### src/hw/frv_fetch_pkg.sv
//--------------------------------------------------------------------------
// Fetch front end shared definitions
// Word width, reset PC, request limit, buffer size and the port bundles
//--------------------------------------------------------------------------

`default_nettype none

package frv_fetch_pkg;

    // Core data and address width
    localparam int xlen = 32;

    typedef logic [xlen-1:0] word_t;    // Address or data word

    // First fetch address out of reset
    localparam word_t pc_reset_value = 32'h8000_0000;

    // Requests in flight before a new one is held back
    localparam int unsigned max_reqs_outstanding = 0;

    localparam int buf_halfwords = 4;   // Buffer capacity

    //--------------------------------------------------------------------------
    // Port bundles
    //--------------------------------------------------------------------------

    // Control flow change from the core
    typedef struct packed {
        logic  req;         // Change requested
        word_t target;      // New PC, may be halfword aligned
    } cf_t;

    // Read request to instruction memory
    typedef struct packed {
        logic  req;         // Held until granted
        word_t addr;        // Always word aligned
    } imem_req_t;

    // Read response, held by memory until acked
    typedef struct packed {
        logic  recv;        // Response present
        logic  error;       // Bus error on this word
        word_t rdata;
    } imem_rsp_t;

    // One instruction towards decode
    typedef struct packed {
        logic  valid;
        logic  error;       // Any halfword used had an error
        logic  is_16;       // Compressed encoding
        word_t data;        // Zero extended when compressed
    } instr_t;

endpackage

`default_nettype wire

### src/hw/frv_fetch_ctrl.sv
//--------------------------------------------------------------------------
// Fetch controller
// Keeps the fetch address, issues word reads to instruction memory,
// counts reads in flight and drops responses made stale by a jump
//--------------------------------------------------------------------------

`timescale 1ns/1ps
`default_nettype none

module frv_fetch_ctrl (
    input  wire                            g_clk,
    input  wire                            g_resetn,
    input  wire frv_fetch_pkg::cf_t        cf,          // Control flow change
    output logic                           cf_ack,
    output frv_fetch_pkg::imem_req_t       imem_req,
    input  wire                            imem_gnt,
    input  wire frv_fetch_pkg::imem_rsp_t  imem_rsp,
    input  wire                            buf_ready,   // Buffer can take data
    input  wire                            needs_fill,  // Half a 32-bit instr waiting
    output logic                           store_word,
    output logic                           store_upper
);

    logic                 req_q;
    logic                 req_d;
    frv_fetch_pkg::word_t addr_q;
    logic                 grant;          // Request taken this cycle
    logic                 rsp_recv;       // Response transferred this cycle
    logic                 cf_change;      // Jump accepted
    logic [2:0]           reqs_q;         // Granted and not yet answered
    logic [2:0]           reqs_d;
    logic [2:0]           ignore_q;       // Stale responses still to come
    logic                 drop_rsp;
    logic                 misaligned_q;   // Next word only has upper half wanted
    logic                 misaligned_d;

    //--------------------------------------------------------------------------
    // Handshakes
    //--------------------------------------------------------------------------

    assign grant     = req_q && imem_gnt;
    assign rsp_recv  = imem_rsp.recv && buf_ready;     // Ack is the buffer ready
    assign cf_ack    = !req_q || imem_gnt;             // Nothing pending or just granted
    assign cf_change = cf.req && cf_ack;

    assign imem_req.req  = req_q;
    assign imem_req.addr = addr_q;

    //--------------------------------------------------------------------------
    // Request generation
    //--------------------------------------------------------------------------

    // Count after this cycle with stale ones included
    assign reqs_d = reqs_q + {2'b00, grant} - {2'b00, rsp_recv};

    // Hold a stalled request, refill a split instr, else only with room
    assign req_d = ((buf_ready || cf_change) &&
                    ({29'b0, reqs_d} <= frv_fetch_pkg::max_reqs_outstanding)) ||
                   needs_fill ||
                   (req_q && !imem_gnt);

    always_ff @(posedge g_clk) begin
        if (!g_resetn) begin
            req_q <= 1'b0;
        end else begin
            req_q <= req_d;
        end
    end

    // Jump target wins over sequential advance
    always_ff @(posedge g_clk) begin
        if (!g_resetn) begin
            addr_q <= frv_fetch_pkg::pc_reset_value;
        end else if (cf_change) begin
            addr_q <= {cf.target[31:2], 2'b00};    // Word aligned read
        end else if (grant) begin
            addr_q <= addr_q + 32'd4;
        end
    end

    always_ff @(posedge g_clk) begin
        if (!g_resetn) begin
            reqs_q <= 3'd0;
        end else begin
            reqs_q <= reqs_d;
        end
    end

    // Everything in flight at a jump belongs to the old stream
    always_ff @(posedge g_clk) begin
        if (!g_resetn) begin
            ignore_q <= 3'd0;
        end else if (cf_change) begin
            ignore_q <= reqs_d;
        end else if (drop_rsp) begin
            ignore_q <= ignore_q - {2'b00, rsp_recv};
        end
    end

    assign drop_rsp = |ignore_q;

    //--------------------------------------------------------------------------
    // Misalignment and store select
    //--------------------------------------------------------------------------

    // Set by a jump onto bit 1 and gone after one upper half store
    assign misaligned_d = cf_change ? cf.target[1] : (misaligned_q && !store_upper);

    always_ff @(posedge g_clk) begin
        if (!g_resetn) begin
            misaligned_q <= 1'b0;
        end else begin
            misaligned_q <= misaligned_d;
        end
    end

    assign store_word  = rsp_recv && !misaligned_q && !drop_rsp;
    assign store_upper = rsp_recv &&  misaligned_q && !drop_rsp;

    //--------------------------------------------------------------------------
    // Checks
    //--------------------------------------------------------------------------

    // Stale responses are only ever ones still in flight
    ignore_bound_a: assert property (@(posedge g_clk) disable iff (!g_resetn)
        ignore_q <= reqs_q);

    // In flight count bounded by the memory side
    reqs_bound_a: assert property (@(posedge g_clk) disable iff (!g_resetn)
        reqs_q <= 3'd4);

endmodule

`default_nettype wire

### src/hw/frv_fetch_buffer.sv
//--------------------------------------------------------------------------
// Fetch buffer
// Four halfword shift register, takes whole words or upper halves and
// presents the oldest complete 16 or 32-bit instruction to decode
//--------------------------------------------------------------------------

`timescale 1ns/1ps
`default_nettype none

module frv_fetch_buffer (
    input  wire                            g_clk,
    input  wire                            g_resetn,
    input  wire                            flush,        // Drop everything held
    input  wire                            store_word,   // Take both halves
    input  wire                            store_upper,  // Take bits 31:16 only
    input  wire frv_fetch_pkg::imem_rsp_t  rsp,
    input  wire                            busy,         // Decode stalled
    output logic                           ready,
    output logic                           needs_fill,
    output frv_fetch_pkg::instr_t          instr
);

    localparam int nhw     = frv_fetch_pkg::buf_halfwords;
    localparam int depth_w = $clog2(nhw) + 1;     // Holds 0..nhw

    logic [15:0]        hw_q [nhw];     // Slot 0 is the oldest
    logic [15:0]        hw_d [nhw];
    logic [nhw-1:0]     err_q;          // Error per halfword
    logic [nhw-1:0]     err_d;
    logic [depth_w-1:0] depth_q;
    logic [depth_w-1:0] depth_d;
    logic [depth_w-1:0] eat;            // Halfwords removed this cycle
    logic [depth_w-1:0] base;           // First free slot after removal
    logic               head_32;        // Head starts a 32-bit encoding
    logic               has_16;
    logic               has_32;
    logic               consume;

    //--------------------------------------------------------------------------
    // Output side
    //--------------------------------------------------------------------------

    assign head_32 = hw_q[0][1:0] == 2'b11;
    assign has_16  = (depth_q != '0) && !head_32;
    assign has_32  = (depth_q >= depth_w'(2)) && head_32;

    assign instr.valid = has_16 || has_32;
    assign instr.is_16 = !head_32;
    assign instr.error = err_q[0] | (head_32 & err_q[1]);      // OR over halves used
    assign instr.data  = head_32 ? {hw_q[1], hw_q[0]} : {16'h0000, hw_q[0]};

    assign consume = instr.valid && !busy;
    assign eat     = consume ? (head_32 ? depth_w'(2) : depth_w'(1)) : '0;

    // Lone first half of a 32-bit instr
    assign needs_fill = (depth_q == depth_w'(1)) && head_32;

    // Room for a full word
    assign ready = depth_q <= depth_w'(nhw / 2);

    //--------------------------------------------------------------------------
    // Next state
    //--------------------------------------------------------------------------

    assign base = depth_q - eat;

    always_comb begin
        int src;
        for (int i = 0; i < nhw; i++) begin
            // Shift out what decode took
            src = i + int'(eat);
            if (src < nhw) begin
                hw_d[i]  = hw_q[src];
                err_d[i] = err_q[src];
            end else begin
                hw_d[i]  = hw_q[i];
                err_d[i] = err_q[i];
            end
            // Append new data behind what is left
            if (store_word && i == int'(base)) begin
                hw_d[i]  = rsp.rdata[15:0];
                err_d[i] = rsp.error;
            end else if (store_word && i == int'(base) + 1) begin
                hw_d[i]  = rsp.rdata[31:16];
                err_d[i] = rsp.error;
            end else if (store_upper && i == int'(base)) begin
                hw_d[i]  = rsp.rdata[31:16];                // Jump onto upper half
                err_d[i] = rsp.error;
            end
        end
    end

    always_comb begin
        if (flush) begin
            depth_d = '0;
        end else if (store_word) begin
            depth_d = base + depth_w'(2);
        end else if (store_upper) begin
            depth_d = base + depth_w'(1);
        end else begin
            depth_d = base;
        end
    end

    always_ff @(posedge g_clk) begin
        if (!g_resetn) begin
            depth_q <= '0;
        end else begin
            depth_q <= depth_d;
        end
    end

    // Halfword payload with its error bits
    always_ff @(posedge g_clk) begin
        hw_q  <= hw_d;
        err_q <= err_d;
    end

    // Controller only stores while memory sees the ack
    store_ready_a: assert property (@(posedge g_clk) disable iff (!g_resetn)
        (store_word || store_upper) |-> ready);

endmodule

`default_nettype wire

### src/hw/frv_fetch_top.sv
//--------------------------------------------------------------------------
// Instruction fetch front end
// Fetch controller and fetch buffer between memory and decode
//--------------------------------------------------------------------------

`timescale 1ns/1ps
`default_nettype none

module frv_fetch_top (
    input  wire                            g_clk,
    input  wire                            g_resetn,
    input  wire frv_fetch_pkg::cf_t        cf,
    output wire                            cf_ack,
    input  wire                            flush,      // With an accepted jump
    output wire frv_fetch_pkg::imem_req_t  imem_req,
    input  wire                            imem_gnt,
    input  wire frv_fetch_pkg::imem_rsp_t  imem_rsp,
    output wire                            imem_ack,   // Buffer has room
    output wire frv_fetch_pkg::instr_t     instr,
    input  wire                            busy        // Decode back-pressure
);

    wire store_word;    // Whole response word into buffer
    wire store_upper;   // Upper half only
    wire needs_fill;    // Split 32-bit instr waiting

    frv_fetch_ctrl ctrl_i (
        .g_clk       (g_clk),
        .g_resetn    (g_resetn),
        .cf          (cf),
        .cf_ack      (cf_ack),
        .imem_req    (imem_req),
        .imem_gnt    (imem_gnt),
        .imem_rsp    (imem_rsp),
        .buf_ready   (imem_ack),
        .needs_fill  (needs_fill),
        .store_word  (store_word),
        .store_upper (store_upper)
    );

    frv_fetch_buffer buffer_i (
        .g_clk       (g_clk),
        .g_resetn    (g_resetn),
        .flush       (flush),
        .store_word  (store_word),
        .store_upper (store_upper),
        .rsp         (imem_rsp),
        .busy        (busy),
        .ready       (imem_ack),
        .needs_fill  (needs_fill),
        .instr       (instr)
    );

endmodule

`default_nettype wire

### config.mk
export PLATFORM = sky130hd
export DESIGN_NAME = frv_fetch_top
export DESIGN_NICKNAME = d
export VERILOG_FILES = /design/src/hw/frv_fetch_pkg.sv /design/src/hw/frv_fetch_ctrl.sv /design/src/hw/frv_fetch_buffer.sv /design/src/hw/frv_fetch_top.sv
export SDC_FILE = /design/constraint.sdc
export NUM_CORES = 1
export LEC_CHECK = 0
export BUFFER_PORTS_ARGS = -buffer_cell sky130_fd_sc_hd__buf_2
export CORE_AREA = 4 4 165 127
export DETAILED_ROUTE_END_ITERATION = 16
export DIE_AREA = 0 0 169 131
export SLEW_MARGIN = 25
export SYNTH_ARGS = -nofsm -noshare
export SYNTH_HDL_FRONTEND = slang
export SYNTH_SLANG_ARGS = --single-unit
### constraint.sdc
create_clock -name g_clk -period 12.1 [get_ports g_clk]
set_input_delay 1.21 -clock g_clk [delete_from_list [all_inputs] [get_ports g_clk]]
set_output_delay 1.21 -clock g_clk [all_outputs]
set_load 0.05 [all_outputs]
# Yosys cells after proc, flatten, opt, wreduce, memory -nomap -nowiden
# Cells that the tools add are included.
# word_totals
ff_bits	111
input_bits	72
output_inout_bits	70
wordCells	171
# op_classes
addsub	11
order_cmp	15
eq_ne	8
mux	65
bitwise_logic	7
reduce_logical	50
# ops
op	n
16-bit two-way mux	24
32-bit by 4-bit < comparator with 1-bit output, second input constant	6
16-bit binary-select mux with 2-bit select	4
32-bit by 3-bit greater-or-equal comparator with 1-bit output, second input constant	4
32-bit two-way mux	3
32-bit inverter	3
3-bit by 32-bit == test with 1-bit output, first input constant	2
32-bit by 3-bit adder with 32-bit output, second input constant	1
2-bit by 32-bit == test with 1-bit output, first input constant	1
32-bit logical NOT	1
3-bit inverter with 32-bit output	1
1-bit logical AND	26
1-bit two-way mux	24
4-bit nonzero test	4
3-bit two-way mux	5
2-bit by 3-bit adder with 4-bit output, first input constant	2
1-bit binary-select mux with 2-bit select	4
1-bit logical NOT	7
3-bit == test, first input constant	2
3-bit < comparator, second input constant	2
3-bit by 1-bit subtractor with 3-bit output	2
1-bit logical OR	5
1-bit by 3-bit adder with 4-bit output, first input constant	1
3-bit by 1-bit adder with 4-bit output, second input constant	1
19 further kinds	21

# Depth between registers and ports, before layout
# Gate-level depths: netlist of the first run.
# logic_depth
ltp_word	15
depth_mapped	18
depth_no_buf	13

# Modules after synthesis
# A second synthesis of the first run with hierarchy kept.
# unflattened
cells_unflattened	887
area_unflattened_um2	7717.4
# modules_own_cells
mod	n_inst	cells_per_inst	area_each_um2	seq_area_each_um2
frv_fetch_buffer	1	583	5243.8	1931.9
frv_fetch_ctrl	1	304	2473.6	760.7

# Worst setup path before layout of the first run
# No wires, ideal clock.
# synth_path
kind	input to register
startpoint	in busy
endpoint	reg buffer_i.err_q[2] (enable)
setup_time_ps	373
arrival_time_ps	4233
required_time_ps	11727
path_slack_ps	7493
stages	14
n_path_buf	4
path_cell_list	nor3_1 buf_2 buf_4 ha_1 inv_1 fa_1 ha_1 ha_1 nor2b_1 nand3_1 a21o_1 buf_2 buf_2 nand2_1
# synth_between
elab_chain_cells	8
elab_cells_between_ends	13
# synth_lines
item	line	rtl
start, declared	frv_fetch_top.sv:20	input wire busy
1-bit logical NOT (*)	frv_fetch_buffer.sv:52	assign consume = instr.valid && !busy;
1-bit logical AND (*)	frv_fetch_buffer.sv:52	
3-bit two-way mux (*)	frv_fetch_buffer.sv:53	assign eat = consume ? (head_32 ? depth_w'(2) : depth_w'(1)) : '0;
parallel branches: the longest is 4 deep, another holds 32-bit by 4-bit < comparator with 1-bit output	-	
4-bit nonzero test (no source line) (*)	-	
end signal, assigned	frv_fetch_buffer.sv:116	err_q <= err_d;
end, declared	frv_fetch_buffer.sv:28	logic [nhw-1:0] err_q;
# Every way passes the cells marked *.
# A chain may end at the register's enable or synchronous reset.

# Final worst setup path of the first run
# layout_path
startpoint	reg buffer_i.hw_q[49] in the netlist's numbering
endpoint	reg buffer_i.hw_q[17] in the netlist's numbering (enable)
# layout_between
elab_chain_cells	11
elab_cells_between_ends	18
# layout_lines
item	line	rtl
start, declared	frv_fetch_buffer.sv:26	logic [15:0] hw_q [nhw];
start signal, assigned	frv_fetch_buffer.sv:115	hw_q <= hw_d;
2-bit == test (*)	frv_fetch_buffer.sv:43	assign head_32 = hw_q[0][1:0] == 2'b11;
1-bit logical NOT	frv_fetch_buffer.sv:44	assign has_16 = (depth_q != '0) && !head_32;
1-bit logical AND	frv_fetch_buffer.sv:44	
1-bit logical OR	frv_fetch_buffer.sv:47	assign instr.valid = has_16 || has_32;
1-bit logical AND	frv_fetch_buffer.sv:52	
3-bit two-way mux (*)	frv_fetch_buffer.sv:53	
parallel branches: the longest is 4 deep, another holds 32-bit by 4-bit < comparator with 1-bit output	-	
4-bit nonzero test (no source line) (*)	-	
# Marks and branches as above.

==> impl_metrics.env, run 1 <==
export IMPL_outcome="finished, final reports clean"
export IMPL_crit_fanout=63
export IMPL_antenna_left=0
export IMPL_core_sq_um=19200
export IMPL_start_util=0.396
export IMPL_hpwl_um=16300
export IMPL_post_route_min_period_ns=5.40
export IMPL_fin_skew_ns=0.0150
export IMPL_htreeDepth=3
export IMPL_cts_buffer_depth=2
export IMPL_synth_top_area_cell="edfxtp_1"
export IMPL_dieHeight_um=131
export IMPL_dr_wl_met2_um=11100
export IMPL_drive_gt1_frac=0.227
export IMPL_cts_sinks=109
export IMPL_maxSlewViolCount=0
export IMPL_path_cells="a21bo_2 > a21oi_4 > buf_4 > nand2_1 > fa_1 > ha_1 > ha_1 > nor2b_1 > nand3_1 > a21o_1 > nand2_1"
export IMPL_grt_pass1_vias=6843
export IMPL_clockRootBuffer="clkbuf_16"
export IMPL_tns_ns=0
export IMPL_avgSynthCellArea_sq_um=8.51
export IMPL_crit_type="reg -> reg"
export IMPL_ys_seq_elements=109
export IMPL_wl_met1_um=11700
export IMPL_ios=142
export IMPL_crit_slowest_cell="nand2_1"
export IMPL_diodes=0
export IMPL_timing_fmax_mhz=185
export IMPL_die_w_um=169
export IMPL_via_per_inst=6.03
export IMPL_whs_path_depth=2
export IMPL_rsz0062_at_grt="no"
export IMPL_gp_congestion=0.872
export IMPL_worstSetupStartpointType="flip-flop"
export IMPL_vias=7428
export IMPL_post_cts_repair_setup_buffers=0
export IMPL_clk_latency_ns=0.36
export IMPL_synth_area_leaders="edfxtp_1 20%, dfxtp_1 15%, nand2_1 6.9%, mux2_2 5.0%, mux2i_1 4.9%"
export IMPL_ys_seq_area_frac=0.354
export IMPL_ys_async_sr_fraction=0
export IMPL_grt_usage=0.221
export IMPL_grt_max_degree=64
export IMPL_cap_violations=0
export IMPL_drcViolationCount=0
export IMPL_cts_hold_buf=0
export IMPL_max_stage_delay_ns=0.75
export IMPL_cts_tree="done"
export IMPL_synth_ff_type="dfxtp_1"
export IMPL_powerDensity_nw_per_um2=291
export IMPL_cts_resized=0
export IMPL_wl_per_cell_um=20.4
export IMPL_final_area_sq_um=8660
export IMPL_syn_inst=895
export IMPL_first_pass_iters=5
export IMPL_r2r_start="buffer_i.hw_q[49]$_DFF_P_"
export IMPL_relSlewSlack=0.332
export IMPL_antenna_found_initial=0
export IMPL_startpoint="buffer_i.hw_q[49]$_DFF_P_"
export IMPL_routed_wl_um=25100
export IMPL_critPathRequiredTime_ns=12.00
export IMPL_drt_iter0_markers=737
export IMPL_p_leak_uw=0.00337
export IMPL_top_layer="met4"
export IMPL_ff2ff_path_depth=11
export IMPL_synthDistinctLibCells=65
export IMPL_reg2reg_to="buffer_i.hw_q[17]$_DFFE_PP_"
export IMPL_placed_area_sq_um=8350
export IMPL_grt_ovfl_total=0
export IMPL_end_kind="flip-flop"
export IMPL_ys_top_cells_by_count="139 x nand2_1, 58 x dfxtp_1, 52 x nand3_1"
export IMPL_cp_arrival_ns=5.29
export IMPL_nets=1063
export IMPL_area_delta_synth_final_pct=13.8
export IMPL_place_inst=1216
export IMPL_wl_met3_um=2030
export IMPL_cts_buffers=9
export IMPL_yosysWarnings=0
export IMPL_stdcell_count=1232
export IMPL_peakVddDrop_uv=138
export IMPL_fin_crit_sh=0.446
export IMPL_finalSetupViolCount=0
export IMPL_grt_pass1_wl_um=38700
export IMPL_reg2reg_slack_ns=6.70
export IMPL_dieArea_sq_um=22100
export IMPL_clkTransAtPathRegs_ns=0.07
export IMPL_syn_cell_area_sq_um=7610
export IMPL_synth_enable_flop_cells=51
export IMPL_hold_viol_final=0
export IMPL_std_cell_rows=44
export IMPL_n_fill_cell=1931
export IMPL_portBuffers=138
export IMPL_crit_end="buffer_i.hw_q[17]$_DFFE_PP_"
export IMPL_hp_class="reg -> reg"
export IMPL_synth_most_common_cell="nand2_1"
export IMPL_yosysTopAreaCellShare=0.201
export IMPL_worst_pin_slew_ns=1.00
-- registers in the layout, summed over array words and instances, names as in the netlist --
signal,flops
buffer_i.hw_q,64
buffer_i.depth_q,3
ctrl_i.ignore_q,3
ctrl_i.req_q,1
ctrl_i.addr_q,30
ctrl_i.misaligned_q,1
buffer_i.err_q,4
ctrl_i.reqs_q,3
-- power breakdown --
part	internal (uW)	switching, uW
clock network	174	146
registers	602	159
logic	519	922
-- metrics by stage --
stage	hold slack (ns)	total power [uW]	setup slack, ns	util
after CTS	0.540	2520	6.67	0.451
after detailed placement	0.528	2200	6.33	0.435
final	0.540	2520	6.70	0.451
after floorplan	0.500	1860	7.49	-
after global routing	0.557	2690	6.42	0.451
after global placement	0.517	2180	6.39	0.435
-- cell type report --
class / instances / area (sq um) / area share
Multi-Input combinational cell: 671 / 4420 / 0.510
Clock buffer: 13 / 262 / 0.0302
Timing Repair Buffer: 156 / 826 / 0.0953
Clock inverter: 3 / 46.3 / 0.00534
Inverter: 27 / 101 / 0.0117
Sequential cell: 109 / 2690 / 0.311
Tap cell: 253 / 317 / 0.0365
-- critical path, delay by kind of cell, from the launching register on --
| kind | cells | cell delay (ns) |
|---|---|---|
| simple gates | 4 | 1.33 |
| buf+inv | 1 | 0.54 |
| compound gates | 3 | 1.19 |
| flops | 1 | 0.65 |
| fa+ha+maj | 3 | 1.22 |
-- cell families (layout without fill, tap and decap cells) --
| family | after synthesis | in the layout | synth area share |
|---|---|---|---|
| AO/OA/AOI/OAI | 237 | 237 | 0.230 |
| XOR/XNOR | 6 | 6 | 0.00789 |
| adder cells (fa/ha/maj) | 17 | 17 | 0.0299 |
| buffers and inverters | 116 | 199 | 0.0702 |
| flip-flops | 109 | 109 | 0.354 |
| multiplexers | 71 | 71 | 0.0989 |
| other | 1 | 2 | 0.000492 |
| AND/OR/NAND/NOR | 338 | 338 | 0.209 |
-- worst min-delay path by stage --
stage | startpoint | endpoint
after global placement | ctrl_i.addr_q[26]$_SDFFE_PN0P_ | ctrl_i.addr_q[26]$_SDFFE_PN0P_
after CTS | ctrl_i.addr_q[26]$_SDFFE_PN0P_ | ctrl_i.addr_q[26]$_SDFFE_PN0P_
after floorplan | buffer_i.depth_q[0]$_SDFF_PP0_ | ctrl_i.req_q$_SDFF_PN0_
after detailed placement | ctrl_i.addr_q[26]$_SDFFE_PN0P_ | ctrl_i.addr_q[26]$_SDFFE_PN0P_
final | buffer_i.depth_q[0]$_SDFF_PP0_ | ctrl_i.req_q$_SDFF_PN0_
after global routing | ctrl_i.addr_q[26]$_SDFFE_PN0P_ | ctrl_i.addr_q[26]$_SDFFE_PN0P_
-- layer usage --
layer	vias up	track usage
li1	3497	-
met4	0	0.0435
met5	-	0
met2	342	0.347
met3	25	0.0436
met1	3564	0.319
-- cell usage in the layout, fill, tap and decap left out, drive strengths merged, types with 6 or more instances in the layout --
master	instances
a31oi	19
nand4	7
mux2	34
nand2b	7
clkbuf	13
mux2i	37
o211a	14
nor3	18
or3	6
nor2	51
o211ai	22
o22ai	7
and3	25
dfxtp	58
a211oi	8
a32oi	18
nand2	139
buf	156
a221o	18
edfxtp	51
and2	15
a21oi	29
ha	15
nand3	52
o221ai	18
inv	26
a311oi	7
o21ai	45
(Power assumes the default switching activity.)
==> inputs of run 2 (changes only) <==
--- a/config.mk
+++ b/config.mk
@@ -5,10 +5,11 @@
 export SDC_FILE = /design/constraint.sdc
 export NUM_CORES = 1
 export LEC_CHECK = 0
+export ABC_AREA = 1
 export BUFFER_PORTS_ARGS = -buffer_cell sky130_fd_sc_hd__buf_2
-export CORE_AREA = 4 4 165 127
+export CORE_AREA = 4 4 175 134
 export DETAILED_ROUTE_END_ITERATION = 16
-export DIE_AREA = 0 0 169 131
+export DIE_AREA = 0 0 179 138
 export SLEW_MARGIN = 25
 export SYNTH_ARGS = -nofsm -noshare
 export SYNTH_HDL_FRONTEND = slang
==> constraint.sdc (replaced) <==
create_clock -name g_clk -period 4.45 [get_ports g_clk]
set_input_delay 0.445 -clock g_clk [delete_from_list [all_inputs] [get_ports g_clk]]
set_output_delay 0.445 -clock g_clk [all_outputs]
set_load 0.05 [all_outputs]
==> run 2 against run 1 <==
  * Area after synthesis grew 13%
  * Register-to-register slack lost 6.3 ns
  * Sequential cell count is the same
  * Critical path type unchanged
  * Largest power group unchanged
==> impl_metrics.env, run 2 <==
export IMPL_powerDensity_nw_per_um2=706
export IMPL_cts_hold_buf=0
export IMPL_grt_pass1_vias=8647
export IMPL_hpwl_um=20100
export IMPL_worst_pin_slew_ns=0.976
export IMPL_crit_type="reg -> reg"
export IMPL_grtUsageMet3=0.0516
export IMPL_top_regs="buffer_i.hw_q (64), ctrl_i.addr_q (30), buffer_i.err_q (4)"
export IMPL_first_pass_iters=5
export IMPL_syn_inst=1332
export IMPL_diodes=0
export IMPL_wl_per_cell_um=17.5
export IMPL_final_core_util=0.439
export IMPL_portBuffers=138
export IMPL_finalSetupViolCount=0
export IMPL_timing_fmax_mhz=250
export IMPL_use_met1=0.359
export IMPL_synth_area_leaders="edfxtp_1 18%, dfxtp_1 14%, nand2_1 13%, nor2_1 11%, nand3_1 8.6%"
export IMPL_cts_sinks=109
export IMPL_via_per_inst=5.47
export IMPL_layout_common_cells="299 x nand2_1, 241 x nor2_1, 147 x nand3_1"
export IMPL_yosysWarnings=0
export IMPL_drive_gt1_frac=0.178
export IMPL_ys_seq_area_frac=0.313
export IMPL_dieArea_sq_um=24700
export IMPL_fin_skew_ns=0.00980
export IMPL_routed_wl_um=29900
export IMPL_hp_class="in -> reg"
export IMPL_p_leak_uw=0.00462
export IMPL_hold_viol_final=0
export IMPL_grt_ovfl_total=0
export IMPL_peakVddDrop_uv=263
export IMPL_crit_slowest_cell="or2_1"
export IMPL_cts_buffers=9
export IMPL_cts_buffer_depth=2
export IMPL_cap_violations=0
export IMPL_grt_busiest_layer="met1"
export IMPL_outcome="finished, final reports clean"
export IMPL_synth_top_area_cell="edfxtp_1"
export IMPL_critPathRequiredTime_ns=4.43
export IMPL_rsz0062_at_grt="no"
export IMPL_post_route_min_period_ns=4.01
export IMPL_crit_fanout=17
export IMPL_clockRootBuffer="clkbuf_16"
export IMPL_crit_buf_inv=3
export IMPL_htreeDepth=3
export IMPL_worstSetupStartpointType="flip-flop"
export IMPL_antenna_left=0
export IMPL_drt_iter0_markers=882
export IMPL_path_cells="nand2_2 > nand2_1 > nand2_2 > nand2_1 > nor2_2 > inv_1 > fa_1 > ha_1 > ha_1 > nand2_4 > inv_2 > nor2_1 > inv_1 > or2_1"
export IMPL_relSlewSlack=0.349
export IMPL_layout_commonest_cell="nand2_1"
export IMPL_met2_usage=0.345
export IMPL_syn_cell_area_sq_um=8600
export IMPL_synth_ff_type="dfxtp_1"
export IMPL_avgSynthCellArea_sq_um=6.46
export IMPL_ys_top_cells_by_count="299 x nand2_1, 241 x nor2_1, 147 x nand3_1, 120 x inv_1, 89 x a21oi_1"
export IMPL_cts_tree="done"
export IMPL_core_sq_um=21800
export IMPL_die_w_um=179
export IMPL_grt_max_degree=62
export IMPL_area_delta_synth_final_pct=11.5
export IMPL_largest_register_ffs=64
export IMPL_cp_arrival_ns=3.99
export IMPL_ys_async_sr_fraction=0
export IMPL_largest_register="buffer_i.hw_q"
export IMPL_vias=9358
export IMPL_end_kind="flip-flop"
export IMPL_synth_most_common_cell="nand2_1"
export IMPL_std_cell_rows=47
export IMPL_synthDistinctLibCells=44
export IMPL_post_cts_repair_setup_buffers=0
export IMPL_fin_crit_sh=0.901
export IMPL_clkTransAtPathRegs_ns=0.08
export IMPL_dieHeight_um=138
export IMPL_grt_pass1_wl_um=47100
export IMPL_maxSlewViolCount=0
export IMPL_yosysTopAreaCellShare=0.178
export IMPL_start_util=0.394
export IMPL_ys_seq_elements=109
export IMPL_antenna_found_initial=1
export IMPL_ios=142
export IMPL_max_stage_delay_ns=0.73
export IMPL_grt_usage=0.237
export IMPL_cp_top_family="simple AND/OR/NAND/NOR gates"
export IMPL_tns_ns=0
export IMPL_gp_congestion=0.926
export IMPL_synth_enable_flop_cells=51
export IMPL_clk_latency_ns=0.36
export IMPL_nets=1502
export IMPL_drcViolationCount=0
export IMPL_cts_resized=0
## run 2: worst min-delay path, cell delays in order
cell	delay, ns
buf_2	0.12
nand2_1	0.06
o21ai_1	0.06
## run 2: logic make-up (layout without fill, tap and decap cells)
kind of cell	Yosys count	after routing	synth area share
adders and majority gates	17	17	0.0265
DFF	109	109	0.313
buffers and inverters	219	304	0.119
xor gates and xnor gates	4	4	0.00407
other	1	2	0.000436
AOI/OAI and AO/OA	190	190	0.124
and+or+nand+nor	792	792	0.414
## run 2: path summary, 6_finish.rpt
| path | start | endpoint | slack (ns) | cells past startpoint |
|---|---|---|---|---|
| worst max-delay path | buffer_i.hw_q[48]$_DFF_P_ | buffer_i.hw_q[12]$_DFFE_PP_ | 0.44 | 14 |
| worst min-delay path | imem_rsp[15] | buffer_i.hw_q[63]$_DFF_P_ | 0.36 | 3 |
| worst max register to register | buffer_i.hw_q[48]$_DFF_P_ | buffer_i.hw_q[12]$_DFFE_PP_ | 0.44 | 14 |
| worst min register to register | ctrl_i.addr_q[30]$_SDFFE_PN0P_ | ctrl_i.addr_q[30]$_SDFFE_PN0P_ | 0.51 | 2 |
## run 2: stage by stage
| step | hold WS (ns) | cell area (sq um) | worst slack [ns] | std cells | power (uW) |
|---|---|---|---|---|---|
| 3_5_place_dp | 0.495 | 9290 | 0.428 | 1696 | 5890 |
| 3_3_place_gp | 0.488 | 9290 | 0.501 | 1696 | 5830 |
| 5_1_grt | 0.357 | 9590 | 0.178 | 1712 | 7310 |
| 2_1_floorplan | 0.487 | 8600 | 0.615 | 1333 | 5090 |
| 6_report | 0.360 | 9590 | 0.443 | 1712 | 6760 |
| 4_1_cts | 0.341 | 9590 | 0.422 | 1712 | 6750 |
## run 2: final cells by class
type,instances,area (sq um)
Timing Repair Buffer,158,841
Fill cell,2370,12200
Inverter,130,497
Multi-Input combinational cell,1005,4890
Clock buffer,9,225
Tap cell,294,368
Clock inverter,7,75.1
Sequential cell,109,2690
## run 2: report_power, final
| group | internal (uW) | total, uW | switching (uW) |
|---|---|---|---|
| Clock | 440 | 848 | 408 |
| Sequential | 1640 | 1980 | 344 |
| Combinational | 1210 | 3940 | 2720 |
## run 2: layer usage
metal	vias to the layer above	wire length [um]
met1	4362	13800
li1	4515	-
met4	2	453
met2	438	12600
met5	-	13
met3	41	3070
